### src/eth_pkg.sv
`default_nettype none

package eth_pkg;

	typedef enum logic [2:0] {
		TX_IDLE,
		TX_PREAMBLE,
		TX_HEADER,
		TX_PAYLOAD,
		TX_FCS,
		TX_GAP
	} tx_state_t;

	typedef enum logic [2:0] {
		RX_IDLE,
		RX_PREAMBLE,
		RX_HEADER,
		RX_PAYLOAD,
		RX_TAIL,
		RX_GAP
	} rx_state_t;

	localparam logic [7:0] PREAMBLE_BYTE = 8'h55;
	localparam logic [7:0] SFD_BYTE = 8'hD5;
	localparam int PREAMBLE_LEN = 8; // Includes the SFD.
	localparam int HEADER_LEN = 14;
	localparam int MIN_PAYLOAD = 46;
	localparam int FCS_LEN = 4;
	localparam int GAP_LEN = 12;
	localparam logic [31:0] CRC_RESIDUE = 32'hDEBB20E3; // Register after a good FCS.

endpackage

`default_nettype wire

### src/crc32_d8.sv
`timescale 1ns/1ns
`default_nettype none

module crc32_d8 (
	input  logic        clk,
	input  logic        reset,
	input  logic        clear,
	input  logic        en,
	input  logic [7:0]  d,
	output logic [31:0] crc,
	output logic        residue_ok
);
	import eth_pkg::*;

	localparam logic [31:0] POLY = 32'hEDB88320; // Reflected IEEE 802.3.

	logic [31:0] r;

	function automatic logic [31:0] crc_step(input logic [31:0] c, input logic [7:0] b);
		logic [31:0] x;
		x = c ^ {24'h000000, b};
		for (int i = 0; i < 8; i++) begin
			x = x[0] ? ((x >> 1) ^ POLY) : (x >> 1); // LSB first.
		end
		return x;
	endfunction

	always_ff @(posedge clk or posedge reset) begin
		if (reset) begin
			r <= '1;
		end else if (clear) begin
			r <= '1;
		end else if (en) begin
			r <= crc_step(r, d);
		end
	end

	assign crc = ~r;
	assign residue_ok = (r == CRC_RESIDUE);

endmodule

`default_nettype wire

### src/tx_fifo.sv
`timescale 1ns/1ns
`default_nettype none

module tx_fifo #(
	parameter int FIFO_AW = 5
) (
	input  logic       clk,
	input  logic       reset,
	input  logic       wr_en,
	input  logic [7:0] wr_data,
	input  logic       rd_en,
	output logic [7:0] rd_data,
	output logic       empty
);

	localparam int DEPTH = 1 << FIFO_AW;

	logic [7:0] mem [DEPTH];
	logic [FIFO_AW:0] wptr;
	logic [FIFO_AW:0] rptr;
	logic full;

	assign empty = (wptr == rptr);
	assign full = (wptr[FIFO_AW] != rptr[FIFO_AW]) &&
		(wptr[FIFO_AW-1:0] == rptr[FIFO_AW-1:0]);

	always_ff @(posedge clk or posedge reset) begin
		if (reset) begin
			wptr <= '0;
			rptr <= '0;
		end else begin
			if (wr_en && !full)
				wptr <= wptr + 1'b1;
			if (rd_en && !empty)
				rptr <= rptr + 1'b1;
		end
	end

	always_ff @(posedge clk) begin
		if (wr_en && !full)
			mem[wptr[FIFO_AW-1:0]] <= wr_data;
		if (rd_en && !empty)
			rd_data <= mem[rptr[FIFO_AW-1:0]]; // Block RAM style read.
	end

endmodule

`default_nettype wire

### src/gmii_tx.sv
`timescale 1ns/1ns
`default_nettype none

module gmii_tx (
	input  logic        clk,
	input  logic        reset,
	input  logic        tx_valid,
	input  logic [47:0] tx_dmac,
	input  logic [47:0] tx_smac,
	input  logic [15:0] tx_ethertype,
	output logic        fifo_rd,
	input  logic [7:0]  fifo_data,
	input  logic        fifo_empty,
	input  logic [31:0] crc,
	output logic        crc_en,
	output logic        crc_clear,
	output logic [7:0]  gmii_txd,
	output logic        gmii_tx_en,
	output logic        gmii_tx_er,
	output logic        tx_busy
);
	import eth_pkg::*;

	localparam int HW = 8 * HEADER_LEN;

	tx_state_t state;
	tx_state_t state_next;
	logic [7:0] cnt;
	logic tx_valid_q;
	logic tx_valid_q2;
	logic rd_q;
	logic [HW-1:0] hdr;
	logic [7:0] txd_q;

	always_comb begin
		state_next = state;
		case (state)
			TX_IDLE: if (tx_valid_q && !tx_valid_q2) state_next = TX_PREAMBLE;
			TX_PREAMBLE: if (cnt == PREAMBLE_LEN - 1) state_next = TX_HEADER;
			TX_HEADER: if (cnt == HEADER_LEN - 1) state_next = TX_PAYLOAD;
			TX_PAYLOAD: if (cnt >= MIN_PAYLOAD - 1 && !rd_q) state_next = TX_FCS;
			TX_FCS: if (cnt == FCS_LEN - 1) state_next = TX_GAP;
			TX_GAP: if (cnt == GAP_LEN - 1) state_next = TX_IDLE;
			default: state_next = TX_IDLE;
		endcase
	end

	// Reads run two cycles ahead of the wire.
	assign fifo_rd = !fifo_empty &&
		((state == TX_HEADER && cnt >= HEADER_LEN - 2) || state == TX_PAYLOAD);

	assign crc_en = (state == TX_HEADER) || (state == TX_PAYLOAD);
	assign crc_clear = (state == TX_IDLE) || (state == TX_PREAMBLE);

	// CRC register holds still during FCS.
	assign gmii_txd = (state == TX_FCS) ? crc[{cnt[1:0], 3'b000} +: 8] : txd_q;
	assign gmii_tx_en = (state != TX_IDLE) && (state != TX_GAP);
	assign gmii_tx_er = 1'b0;
	assign tx_busy = (state != TX_IDLE);

	always_ff @(posedge clk or posedge reset) begin
		if (reset) begin
			state <= TX_IDLE;
			cnt <= '0;
			tx_valid_q <= 1'b0;
			tx_valid_q2 <= 1'b0;
			rd_q <= 1'b0;
		end else begin
			state <= state_next;
			cnt <= (state_next == state) ? cnt + 8'd1 : 8'd0;
			tx_valid_q <= tx_valid;
			tx_valid_q2 <= tx_valid_q;
			rd_q <= fifo_rd; // FIFO data valid next cycle.
		end
	end

	always_ff @(posedge clk) begin
		case (state)
			TX_IDLE: begin
				if (tx_valid && !tx_valid_q)
					hdr <= {tx_dmac, tx_smac, tx_ethertype};
				txd_q <= (state_next == TX_PREAMBLE) ? PREAMBLE_BYTE : 8'h00;
			end
			TX_PREAMBLE: begin
				if (cnt == PREAMBLE_LEN - 1) begin
					txd_q <= hdr[HW-1 -: 8];
					hdr <= {hdr[HW-9:0], 8'h00};
				end else if (cnt == PREAMBLE_LEN - 2) begin
					txd_q <= SFD_BYTE;
				end else begin
					txd_q <= PREAMBLE_BYTE;
				end
			end
			TX_HEADER: begin
				if (cnt == HEADER_LEN - 1) begin
					txd_q <= rd_q ? fifo_data : 8'h00;
				end else begin
					txd_q <= hdr[HW-1 -: 8];
					hdr <= {hdr[HW-9:0], 8'h00};
				end
			end
			TX_PAYLOAD: txd_q <= rd_q ? fifo_data : 8'h00; // Zero pad.
			default: txd_q <= 8'h00;
		endcase
	end

endmodule

`default_nettype wire

### src/gmii_rx.sv
`timescale 1ns/1ns
`default_nettype none

module gmii_rx (
	input  logic        clk,
	input  logic        reset,
	input  logic [7:0]  gmii_rxd,
	input  logic        gmii_rx_dv,
	input  logic        gmii_rx_er,
	output logic [7:0]  crc_byte,
	output logic        crc_en,
	output logic        crc_clear,
	input  logic        residue_ok,
	output logic [47:0] rx_dmac,
	output logic [47:0] rx_smac,
	output logic [15:0] rx_ethertype,
	output logic        rx_header_valid,
	output logic [7:0]  rx_data,
	output logic        rx_valid,
	output logic        rx_error,
	output logic        rx_frame_end,
	output logic        rx_crc_ok,
	output logic        rx_busy
);
	import eth_pkg::*;

	rx_state_t state;
	rx_state_t state_next;
	logic [3:0] cnt;
	logic [7:0] rxd_q;
	logic dv_q;
	logic er_q;
	logic [8*HEADER_LEN-1:0] hdr;
	logic byte_in;

	always_comb begin
		state_next = state;
		case (state)
			RX_IDLE: if (dv_q) state_next = RX_PREAMBLE; // Carrier seen.
			RX_PREAMBLE: begin
				if (!dv_q)
					state_next = RX_IDLE;
				else if (rxd_q == SFD_BYTE)
					state_next = RX_HEADER;
			end
			RX_HEADER: if (cnt == HEADER_LEN - 1) state_next = RX_PAYLOAD;
			RX_PAYLOAD: if (!dv_q) state_next = RX_TAIL;
			RX_TAIL: state_next = RX_GAP;
			RX_GAP: if (cnt == GAP_LEN - 1) state_next = RX_IDLE;
			default: state_next = RX_IDLE;
		endcase
	end

	assign byte_in = (state == RX_HEADER) || (state == RX_PAYLOAD && dv_q);
	assign crc_byte = rxd_q;
	assign crc_en = byte_in;
	assign crc_clear = (state == RX_IDLE) || (state == RX_PREAMBLE);

	assign {rx_dmac, rx_smac, rx_ethertype} = hdr;
	assign rx_busy = (state != RX_IDLE);

	always_ff @(posedge clk or posedge reset) begin
		if (reset) begin
			state <= RX_IDLE;
			cnt <= '0;
			dv_q <= 1'b0;
			er_q <= 1'b0;
			rx_header_valid <= 1'b0;
			rx_valid <= 1'b0;
			rx_error <= 1'b0;
			rx_frame_end <= 1'b0;
		end else begin
			state <= state_next;
			cnt <= (state_next == state) ? cnt + 4'd1 : 4'd0;
			dv_q <= gmii_rx_dv;
			er_q <= gmii_rx_er;
			rx_header_valid <= (state == RX_HEADER) && (cnt == HEADER_LEN - 1);
			rx_valid <= (state == RX_PAYLOAD) && dv_q;
			rx_error <= er_q && byte_in;
			rx_frame_end <= (state_next == RX_TAIL);
		end
	end

	always_ff @(posedge clk) begin
		rxd_q <= gmii_rxd;
		rx_data <= rxd_q;
		if (state == RX_HEADER)
			hdr <= {hdr[8*HEADER_LEN-9:0], rxd_q}; // First byte ends on top.
		if (state_next == RX_TAIL)
			rx_crc_ok <= residue_ok; // Last FCS byte already folded in.
	end

endmodule

`default_nettype wire

### src/eth_gmii_mac.sv
`timescale 1ns/1ns
`default_nettype none

module eth_gmii_mac #(
	parameter int FIFO_AW = 5
) (
	input  logic        clk,
	input  logic        reset,
	input  logic [47:0] tx_dmac,
	input  logic [47:0] tx_smac,
	input  logic [15:0] tx_ethertype,
	input  logic        tx_valid,
	input  logic [7:0]  tx_data,
	output logic        tx_busy,
	output logic [7:0]  gmii_txd,
	output logic        gmii_tx_en,
	output logic        gmii_tx_er,
	input  logic [7:0]  gmii_rxd,
	input  logic        gmii_rx_dv,
	input  logic        gmii_rx_er,
	output logic [47:0] rx_dmac,
	output logic [47:0] rx_smac,
	output logic [15:0] rx_ethertype,
	output logic        rx_header_valid,
	output logic [7:0]  rx_data,
	output logic        rx_valid,
	output logic        rx_error,
	output logic        rx_frame_end,
	output logic        rx_crc_ok,
	output logic        rx_busy
);

	logic       fifo_rd;
	logic [7:0] fifo_data;
	logic       fifo_empty;
	logic [31:0] tx_crc;
	logic       tx_crc_en;
	logic       tx_crc_clear;
	logic [7:0] rx_crc_byte;
	logic       rx_crc_en;
	logic       rx_crc_clear;
	logic       rx_residue_ok;

	tx_fifo #(
		.FIFO_AW(FIFO_AW)
	) i_tx_fifo (
		.clk(clk),
		.reset(reset),
		.wr_en(tx_valid),
		.wr_data(tx_data),
		.rd_en(fifo_rd),
		.rd_data(fifo_data),
		.empty(fifo_empty)
	);

	gmii_tx i_gmii_tx (
		.clk(clk),
		.reset(reset),
		.tx_valid(tx_valid),
		.tx_dmac(tx_dmac),
		.tx_smac(tx_smac),
		.tx_ethertype(tx_ethertype),
		.fifo_rd(fifo_rd),
		.fifo_data(fifo_data),
		.fifo_empty(fifo_empty),
		.crc(tx_crc),
		.crc_en(tx_crc_en),
		.crc_clear(tx_crc_clear),
		.gmii_txd(gmii_txd),
		.gmii_tx_en(gmii_tx_en),
		.gmii_tx_er(gmii_tx_er),
		.tx_busy(tx_busy)
	);

	crc32_d8 i_tx_crc (
		.clk(clk),
		.reset(reset),
		.clear(tx_crc_clear),
		.en(tx_crc_en),
		.d(gmii_txd), // Sees the bytes as sent.
		.crc(tx_crc),
		.residue_ok()
	);

	gmii_rx i_gmii_rx (
		.clk(clk),
		.reset(reset),
		.gmii_rxd(gmii_rxd),
		.gmii_rx_dv(gmii_rx_dv),
		.gmii_rx_er(gmii_rx_er),
		.crc_byte(rx_crc_byte),
		.crc_en(rx_crc_en),
		.crc_clear(rx_crc_clear),
		.residue_ok(rx_residue_ok),
		.rx_dmac(rx_dmac),
		.rx_smac(rx_smac),
		.rx_ethertype(rx_ethertype),
		.rx_header_valid(rx_header_valid),
		.rx_data(rx_data),
		.rx_valid(rx_valid),
		.rx_error(rx_error),
		.rx_frame_end(rx_frame_end),
		.rx_crc_ok(rx_crc_ok),
		.rx_busy(rx_busy)
	);

	crc32_d8 i_rx_crc (
		.clk(clk),
		.reset(reset),
		.clear(rx_crc_clear),
		.en(rx_crc_en),
		.d(rx_crc_byte),
		.crc(),
		.residue_ok(rx_residue_ok)
	);

endmodule

`default_nettype wire

### config.mk
export PLATFORM = sky130hd
export DESIGN_NAME = eth_gmii_mac
export DESIGN_NICKNAME = d
export VERILOG_FILES = /design/src/eth_pkg.sv /design/src/crc32_d8.sv /design/src/tx_fifo.sv /design/src/gmii_tx.sv /design/src/gmii_rx.sv /design/src/eth_gmii_mac.sv
export SDC_FILE = /design/constraint.sdc
export NUM_CORES = 1
export LEC_CHECK = 0
export BUFFER_PORTS_ARGS = -buffer_cell sky130_fd_sc_hd__buf_2
export CAP_MARGIN = 20
export CORE_ASPECT_RATIO = 2
export CORE_MARGIN = 8
export CORE_UTILIZATION = 50
export CTS_BUF_LIST = sky130_fd_sc_hd__clkbuf_2 sky130_fd_sc_hd__clkbuf_4 sky130_fd_sc_hd__clkbuf_8
export DETAILED_ROUTE_END_ITERATION = 16
export PLACE_DENSITY = 0.72
export SETUP_SLACK_MARGIN = 0.3
export SYNTH_ARGS = -nofsm -noshare
export SYNTH_HDL_FRONTEND = slang
export SYNTH_SLANG_ARGS = --single-unit
### constraint.sdc
create_clock -name clk -period 18.4 [get_ports clk]
set_input_delay 3.68 -clock clk [delete_from_list [all_inputs] [get_ports clk]]
set_output_delay 3.68 -clock clk [all_outputs]
set_load 0.02 [all_outputs]
Word-level counts from Yosys, hierarchy flattened
Memory sizes are Yosys's and may differ from the RTL's. A register that Yosys moved wholly into a read port is not among the register bits.
Cells that the tools add are included.

word-level totals
  register bits = 352
  bits in writable memories = 256
  bits of input ports = 133
  output and inout bits = 137
  word-level logic and storage cells = 159
  memories = 1

memories
  memory         depth  width  read ports  clocked after Yosys merged registers in  write ports  line           source
  i_tx_fifo.mem  32     8      1           1                                        1            tx_fifo.sv:18  logic [7:0] mem [DEPTH];

operators by class
  add/subtract/negate cells = 4
  magnitude comparators = 2
  equal/unequal tests = 30
  shift-type cells = 1
  mux-type cells = 49
  bitwise logic cells = 19
  reductions and logical operators = 30

operator list
  cell                                           count
  2-to-1 mux 32 bit                              20
  2-to-1 mux 112 bit                             3
  one-hot mux 112 bit (3 select lines)           1
  NOT 13 -> 14 bit                               16
  XOR 32 x 8 -> 32 bit                           2
  2-to-1 mux 8 bit                               6
  2-to-1 mux 3 bit                               12
  one-hot mux 3 bit (6 select lines)             2
  == test 32 bit, second input constant          1
  NOT 32 bit                                     1
  one-hot mux 8 bit (4 select lines)             1
  variable part select 32 x 6 -> 8 bit           1
  == test 8 x 3 -> 1 bit, second input constant  2
  == test 8 x 4 -> 1 bit, second input constant  2
  == test 3 bit, second input constant           5
  adder 6 x 1 -> 6 bit, second input constant    2
  == test 3 x 2 -> 1 bit, second input constant  4
  logical AND 1 bit                              12
  == test 3 x 1 -> 1 bit, second input constant  3
  nonzero test 3 bit                             3
  adder 8 x 1 -> 8 bit, second input constant    1
  == test 4 bit, second input constant           2
  == test 8 x 2 -> 1 bit, second input constant  1
  == test 8 bit, second input constant           1
  other kinds (17)                               31

Logic depth before layout (Yosys ltp)
  word-level depth = 22
  mapped depth = 10
  gate-level depth less buffers = 8

Hierarchy
From an unflattened synthesis, not the netlist that was laid out.

second synthesis, totals
  cells, all modules = 1479
  area total of the unflattened synthesis = 26055.0 um^2

by module, submodules not included
  module               times used  cells an instance  area each (um^2)  seq. area each (um^2)
  tx_fifo              1           482                10860.4           8227.9
  gmii_tx              1           375                6090.8            3873.7
  gmii_rx              1           183                4331.7            4038.9
  crc32_d8 (i_tx_crc)  1           218                2393.5            840.8
  crc32_d8 (i_rx_crc)  1           221                2378.5            840.8

Worst setup path after synthesis
Ideal clock, no wire load.

  path type = input to register
  start point = input tx_valid
  end point = register i_gmii_tx.hdr[0] (enable)
  library setup time = 1.177 ns
  arrival = 21.063 ns
  required time = 17.223 ns
  setup slack = -3.841 ns
  stages on the path = 2
  buffers on the path = 0
  cell sequence = a21oi_1 a2111oi_0

on the way
  longest elaborated chain between the ends = 3

ends and longest elaborated chain
  item                             line                source
  start, declared                  eth_gmii_mac.sv:12  input logic tx_valid,
  logical AND 1 bit                gmii_tx.sv:80       if (tx_valid && !tx_valid_q)
  inequality test 2 bit (no line)  --
  AND reduction 4 bit (no line)    --
  end signal, assigned             gmii_tx.sv:81       hdr <= {tx_dmac, tx_smac, tx_ethertype};
  end signal, assigned             gmii_tx.sv:87       hdr <= {hdr[HW-9:0], 8'h00};
  end signal, assigned             gmii_tx.sv:99       hdr <= {hdr[HW-9:0], 8'h00};
  end, declared                    gmii_tx.sv:32       logic [HW-1:0] hdr;

Every way passes these cells.
A chain may end at the register's enable or synchronous reset.

Worst setup path after layout
  start point = register i_gmii_tx.state[0]
  end point = output gmii_txd[6]

on the way
  longest elaborated chain between the ends = 2

ends and longest elaborated chain
  item                    line                source
  start, declared         gmii_tx.sv:26       tx_state_t state;
  start signal, assigned  gmii_tx.sv:69       state <= state_next;
  == test 3 bit           gmii_tx.sv:56       assign gmii_txd = (state == TX_FCS) ? crc[{cnt[1:0], 3'b000} +: 8] : txd_q;
  2-to-1 mux 8 bit        gmii_tx.sv:56
  end, declared           eth_gmii_mac.sv:15  output logic [7:0] gmii_txd,

Every way passes these cells.

==> results.md <==
* Vias/cell at 5.39
* Top post-synthesis cells by area: edfxtp_1, mux4_2, dfstp_2
* Min Clock Period, post-route at between 6000 and 7000 ps
* Switching Power at ~1.4 mW
* Syn_area_per_cell at ~18 um^2
* R2R depth at 6
* Die area at between 0.05 and 0.06 mm^2
* CTS Sinks at ~620
* Leading area contributor after synthesis: edfxtp_1
* Slowest CP cell: nor3b_2
* Cts repair resizes at 0
* Critical Path Max Stage Delay at roughly 700 ps
* Leak at approximately 10 nW
* Overflow after GRT at 0
* Post-Syn Nets at roughly 1500
* WL per Instance at between 20 and 25 um
* Global-route usage over all layers at 0.190
* Worst r2r src: i_gmii_tx.cnt[5]
* Fmax at between 150 and 200 MHz
* CP Cell Sequence: nor3b_2 > buf_4 > mux2i_1 > buf_2
* Tcrit/Tclk final at 0.353
* Total Wirelength at 56200 um
* #FFs+latches synth at 616
* Hold Slack at around 400 ps
* Critical Path Source: i_gmii_tx.state[0]
* Post-DP Area at around 0.027 mm^2
* TNS Setup at 0 ps
* Die X at approximately 170 um
* Iteration-0 DRC Markers at approximately 850
* Core Footprint at about 0.05 mm^2
* Internal at between 3 and 4 mW
* First-pass GRT wire length at 83800 um
* Fraction of layout instances using a drive strength above 1 at 0.349
* Delay-heaviest family, CP: simple AND/OR/NAND/NOR gates
* Finished Layout Cells at about 2400
* Slew Limit Headroom at 0.267
* I/O pin count at between 200 and 300
* DRC viols at 0
* Worst Path Buf+Inv at 2
* Initial antenna violation count at 5
* Final setup viols at 0
* GP Congestion at between 0.8 and 0.9
* Count of cell types in the netlist at between 60 and 70
* Switching share of power at 0.307
* Endpoint, Worst Hold: i_gmii_tx.tx_valid_q2
* Number of cells produced by synthesis at 1400
* Setup Buffers After CTS at 0
* CTS Root Cell: clkbuf_8
* Worst-path fanout max at 14
* Clk pin slew, worst setup/hold paths at ~70 ps
* Ys async rst share at 0.167
* DP Cell Count at around 2300
* Proportion of power drawn by flip-flops and latches at 0.435
* Max Cap Violations at 0
* Max H-tree Level at 3
* Clock skew at 29.9 ps
* Setup crit end kind: output pin
* Synth warn at 0
* Area of the mapped netlist at 0.0252 mm^2
* Area fraction of the dominant cell type after synthesis at 0.582
* Clock power share at 0.230
* DP HPWL at 39400 um
* CP Launch Type: flop
* Die Height at roughly 330 um
* Max IR drop VDD at ~0.094 mV
* Final Worst Setup Slack at between 10000 and 15000 ps
* Fin util at 0.580
* Cts bufs inserted at 82
* Power Density at about 160 mW/mm^2
* Slew @ Worst Pin at 1090 ps
* Comb power frac at 0.336
* Post-synth EDFFs at ~490
* Hold Crit Class: flop to flop
* Max clock buf depth at 3
* R2r setup slk at around 15000 ps
* Critical Path RT at approximately 15000 ps
* Input/output buffers at between 200 and 300
* Worst skew pair latency at around 650 ps
* Setup CP Type: flop to output pin
* Nets at approximately 1900
* Vias in the first global route at around 14000
* Top FF cell, synth: edfxtp_1
* Reg-to-reg endpoint: i_gmii_tx.hdr[9]
* Total power at roughly 4.6 mW
* Initial Utilization at 0.505
* Hold Startpoint: i_gmii_tx.tx_valid_q
* Max Slew Vio Count at 0
* Antenna-violating nets left at 0
* Largest net degree at the start of global routing at just over 90
* 1st-pass router iterations at 4
* Sequential area share after synthesis at 0.707
* Design area at approximately 0.029 mm^2
* Area Growth Syn to Fin at 15.0%
* Standard-cell rows at approximately 120
* Setup WS pre-CTS at ~12000 ps
* CTS tree: yes
* Final hold viol count at 0
* Via count at 13100
* RSZ-0062 raised after global routing: false
* Outcome: complete, no violations
* CTS Hold Bufs at 0
* Hold Crit Depth at 0
* Worst Path Arrival at ~2800 ps
## cells in the final DEF (no fill, tap or decap), drive strengths merged, types with 33 or more instances in the layout
cell type and count:
xor2 53, xnor2 79, nand2 33, nor2 93, a21oi 69, dfstp 64
buf 282, dfrtp 39, clkbuf 112, mux2 113, mux4 88, edfxtp 489
## state kept, by name (all words and copies together) (netlist names), 32 cells and up
| name | cells |
|---|---|
| i_tx_crc.r | 32 |
| i_rx_crc.r | 32 |
| i_gmii_tx.hdr | 112 |
| i_tx_fifo.mem | 256 |
| i_gmii_rx.hdr | 112 |
## layer usage
layer  GRT usage  routed length (um)
met4       0.105                2490
met2       0.367               32500
met3      0.0397                2950
met1       0.181               18300
met5           0                   0
## synthesized netlist by cell type, types with 5 or more instances
master and count:
xnor2_1 74, nor3_1 5, a21oi_1 69, nand3_1 8, clkbuf_1 40, edfxtp_1 489
and2_1 11, nand4_1 8, ha_1 12, nand3b_1 5, nor2_1 93, mux2_1 105
buf_1 14, nand2_1 33, dfxtp_1 24, dfstp_2 64, xor2_1 45, inv_2 11
xor2_4 7, mux2_2 8, nor2b_1 29, xnor3_1 18, mux4_2 88, o21ai_1 7
dfrtp_1 39, inv_1 16
## worst max path at each step
| stage | cells past startpoint | endpoint |
|---|---|---|
| after floorplan | 2 | i_gmii_tx.hdr[0] |
| after global placement | 5 | i_tx_fifo.mem[23][0] |
| after detailed placement | 5 | i_tx_fifo.mem[7][3] |
| after CTS | 4 | gmii_txd[6] |
| after global routing | 4 | gmii_txd[6] |
| final | 4 | gmii_txd[6] |
## cell type report
cell class,count,area [um^2]
antenna,5,12.5
clock buffer,112,1400
clock inverter,39,317
fill,3804,20900
inverter,27,104
multi-input combinational,697,7070
sequential,616,17800
tap,649,812
timing repair buffer,282,1450
## power groups by stage
stage / registers [mW] / clock network, mW / logic, mW
after CTS: 2.01 / 1.09 / 1.57
after detailed placement: 2.04 / 0 / 1.56
final: 2.01 / 1.06 / 1.55
after global routing: 2.04 / 1.14 / 1.66
after global placement: 2.03 / 0 / 1.54
after floorplan: 2.02 / 0 / 1.26
## cell families (layout without fill, tap and decap cells)
family | Yosys count | after routing | synth area share
AO/OA/AOI/OAI | 102 | 102 | 0.0237
flip-flops | 616 | 616 | 0.707
adder cells (fa/ha/maj) | 12 | 12 | 0.00596
AND/OR/NAND/NOR | 221 | 221 | 0.0439
other | 1 | 6 | 0.000149
multiplexers | 209 | 209 | 0.134
XOR/XNOR | 152 | 152 | 0.0713
buffers and inverters | 87 | 460 | 0.0138
(Power assumes the default switching activity.)
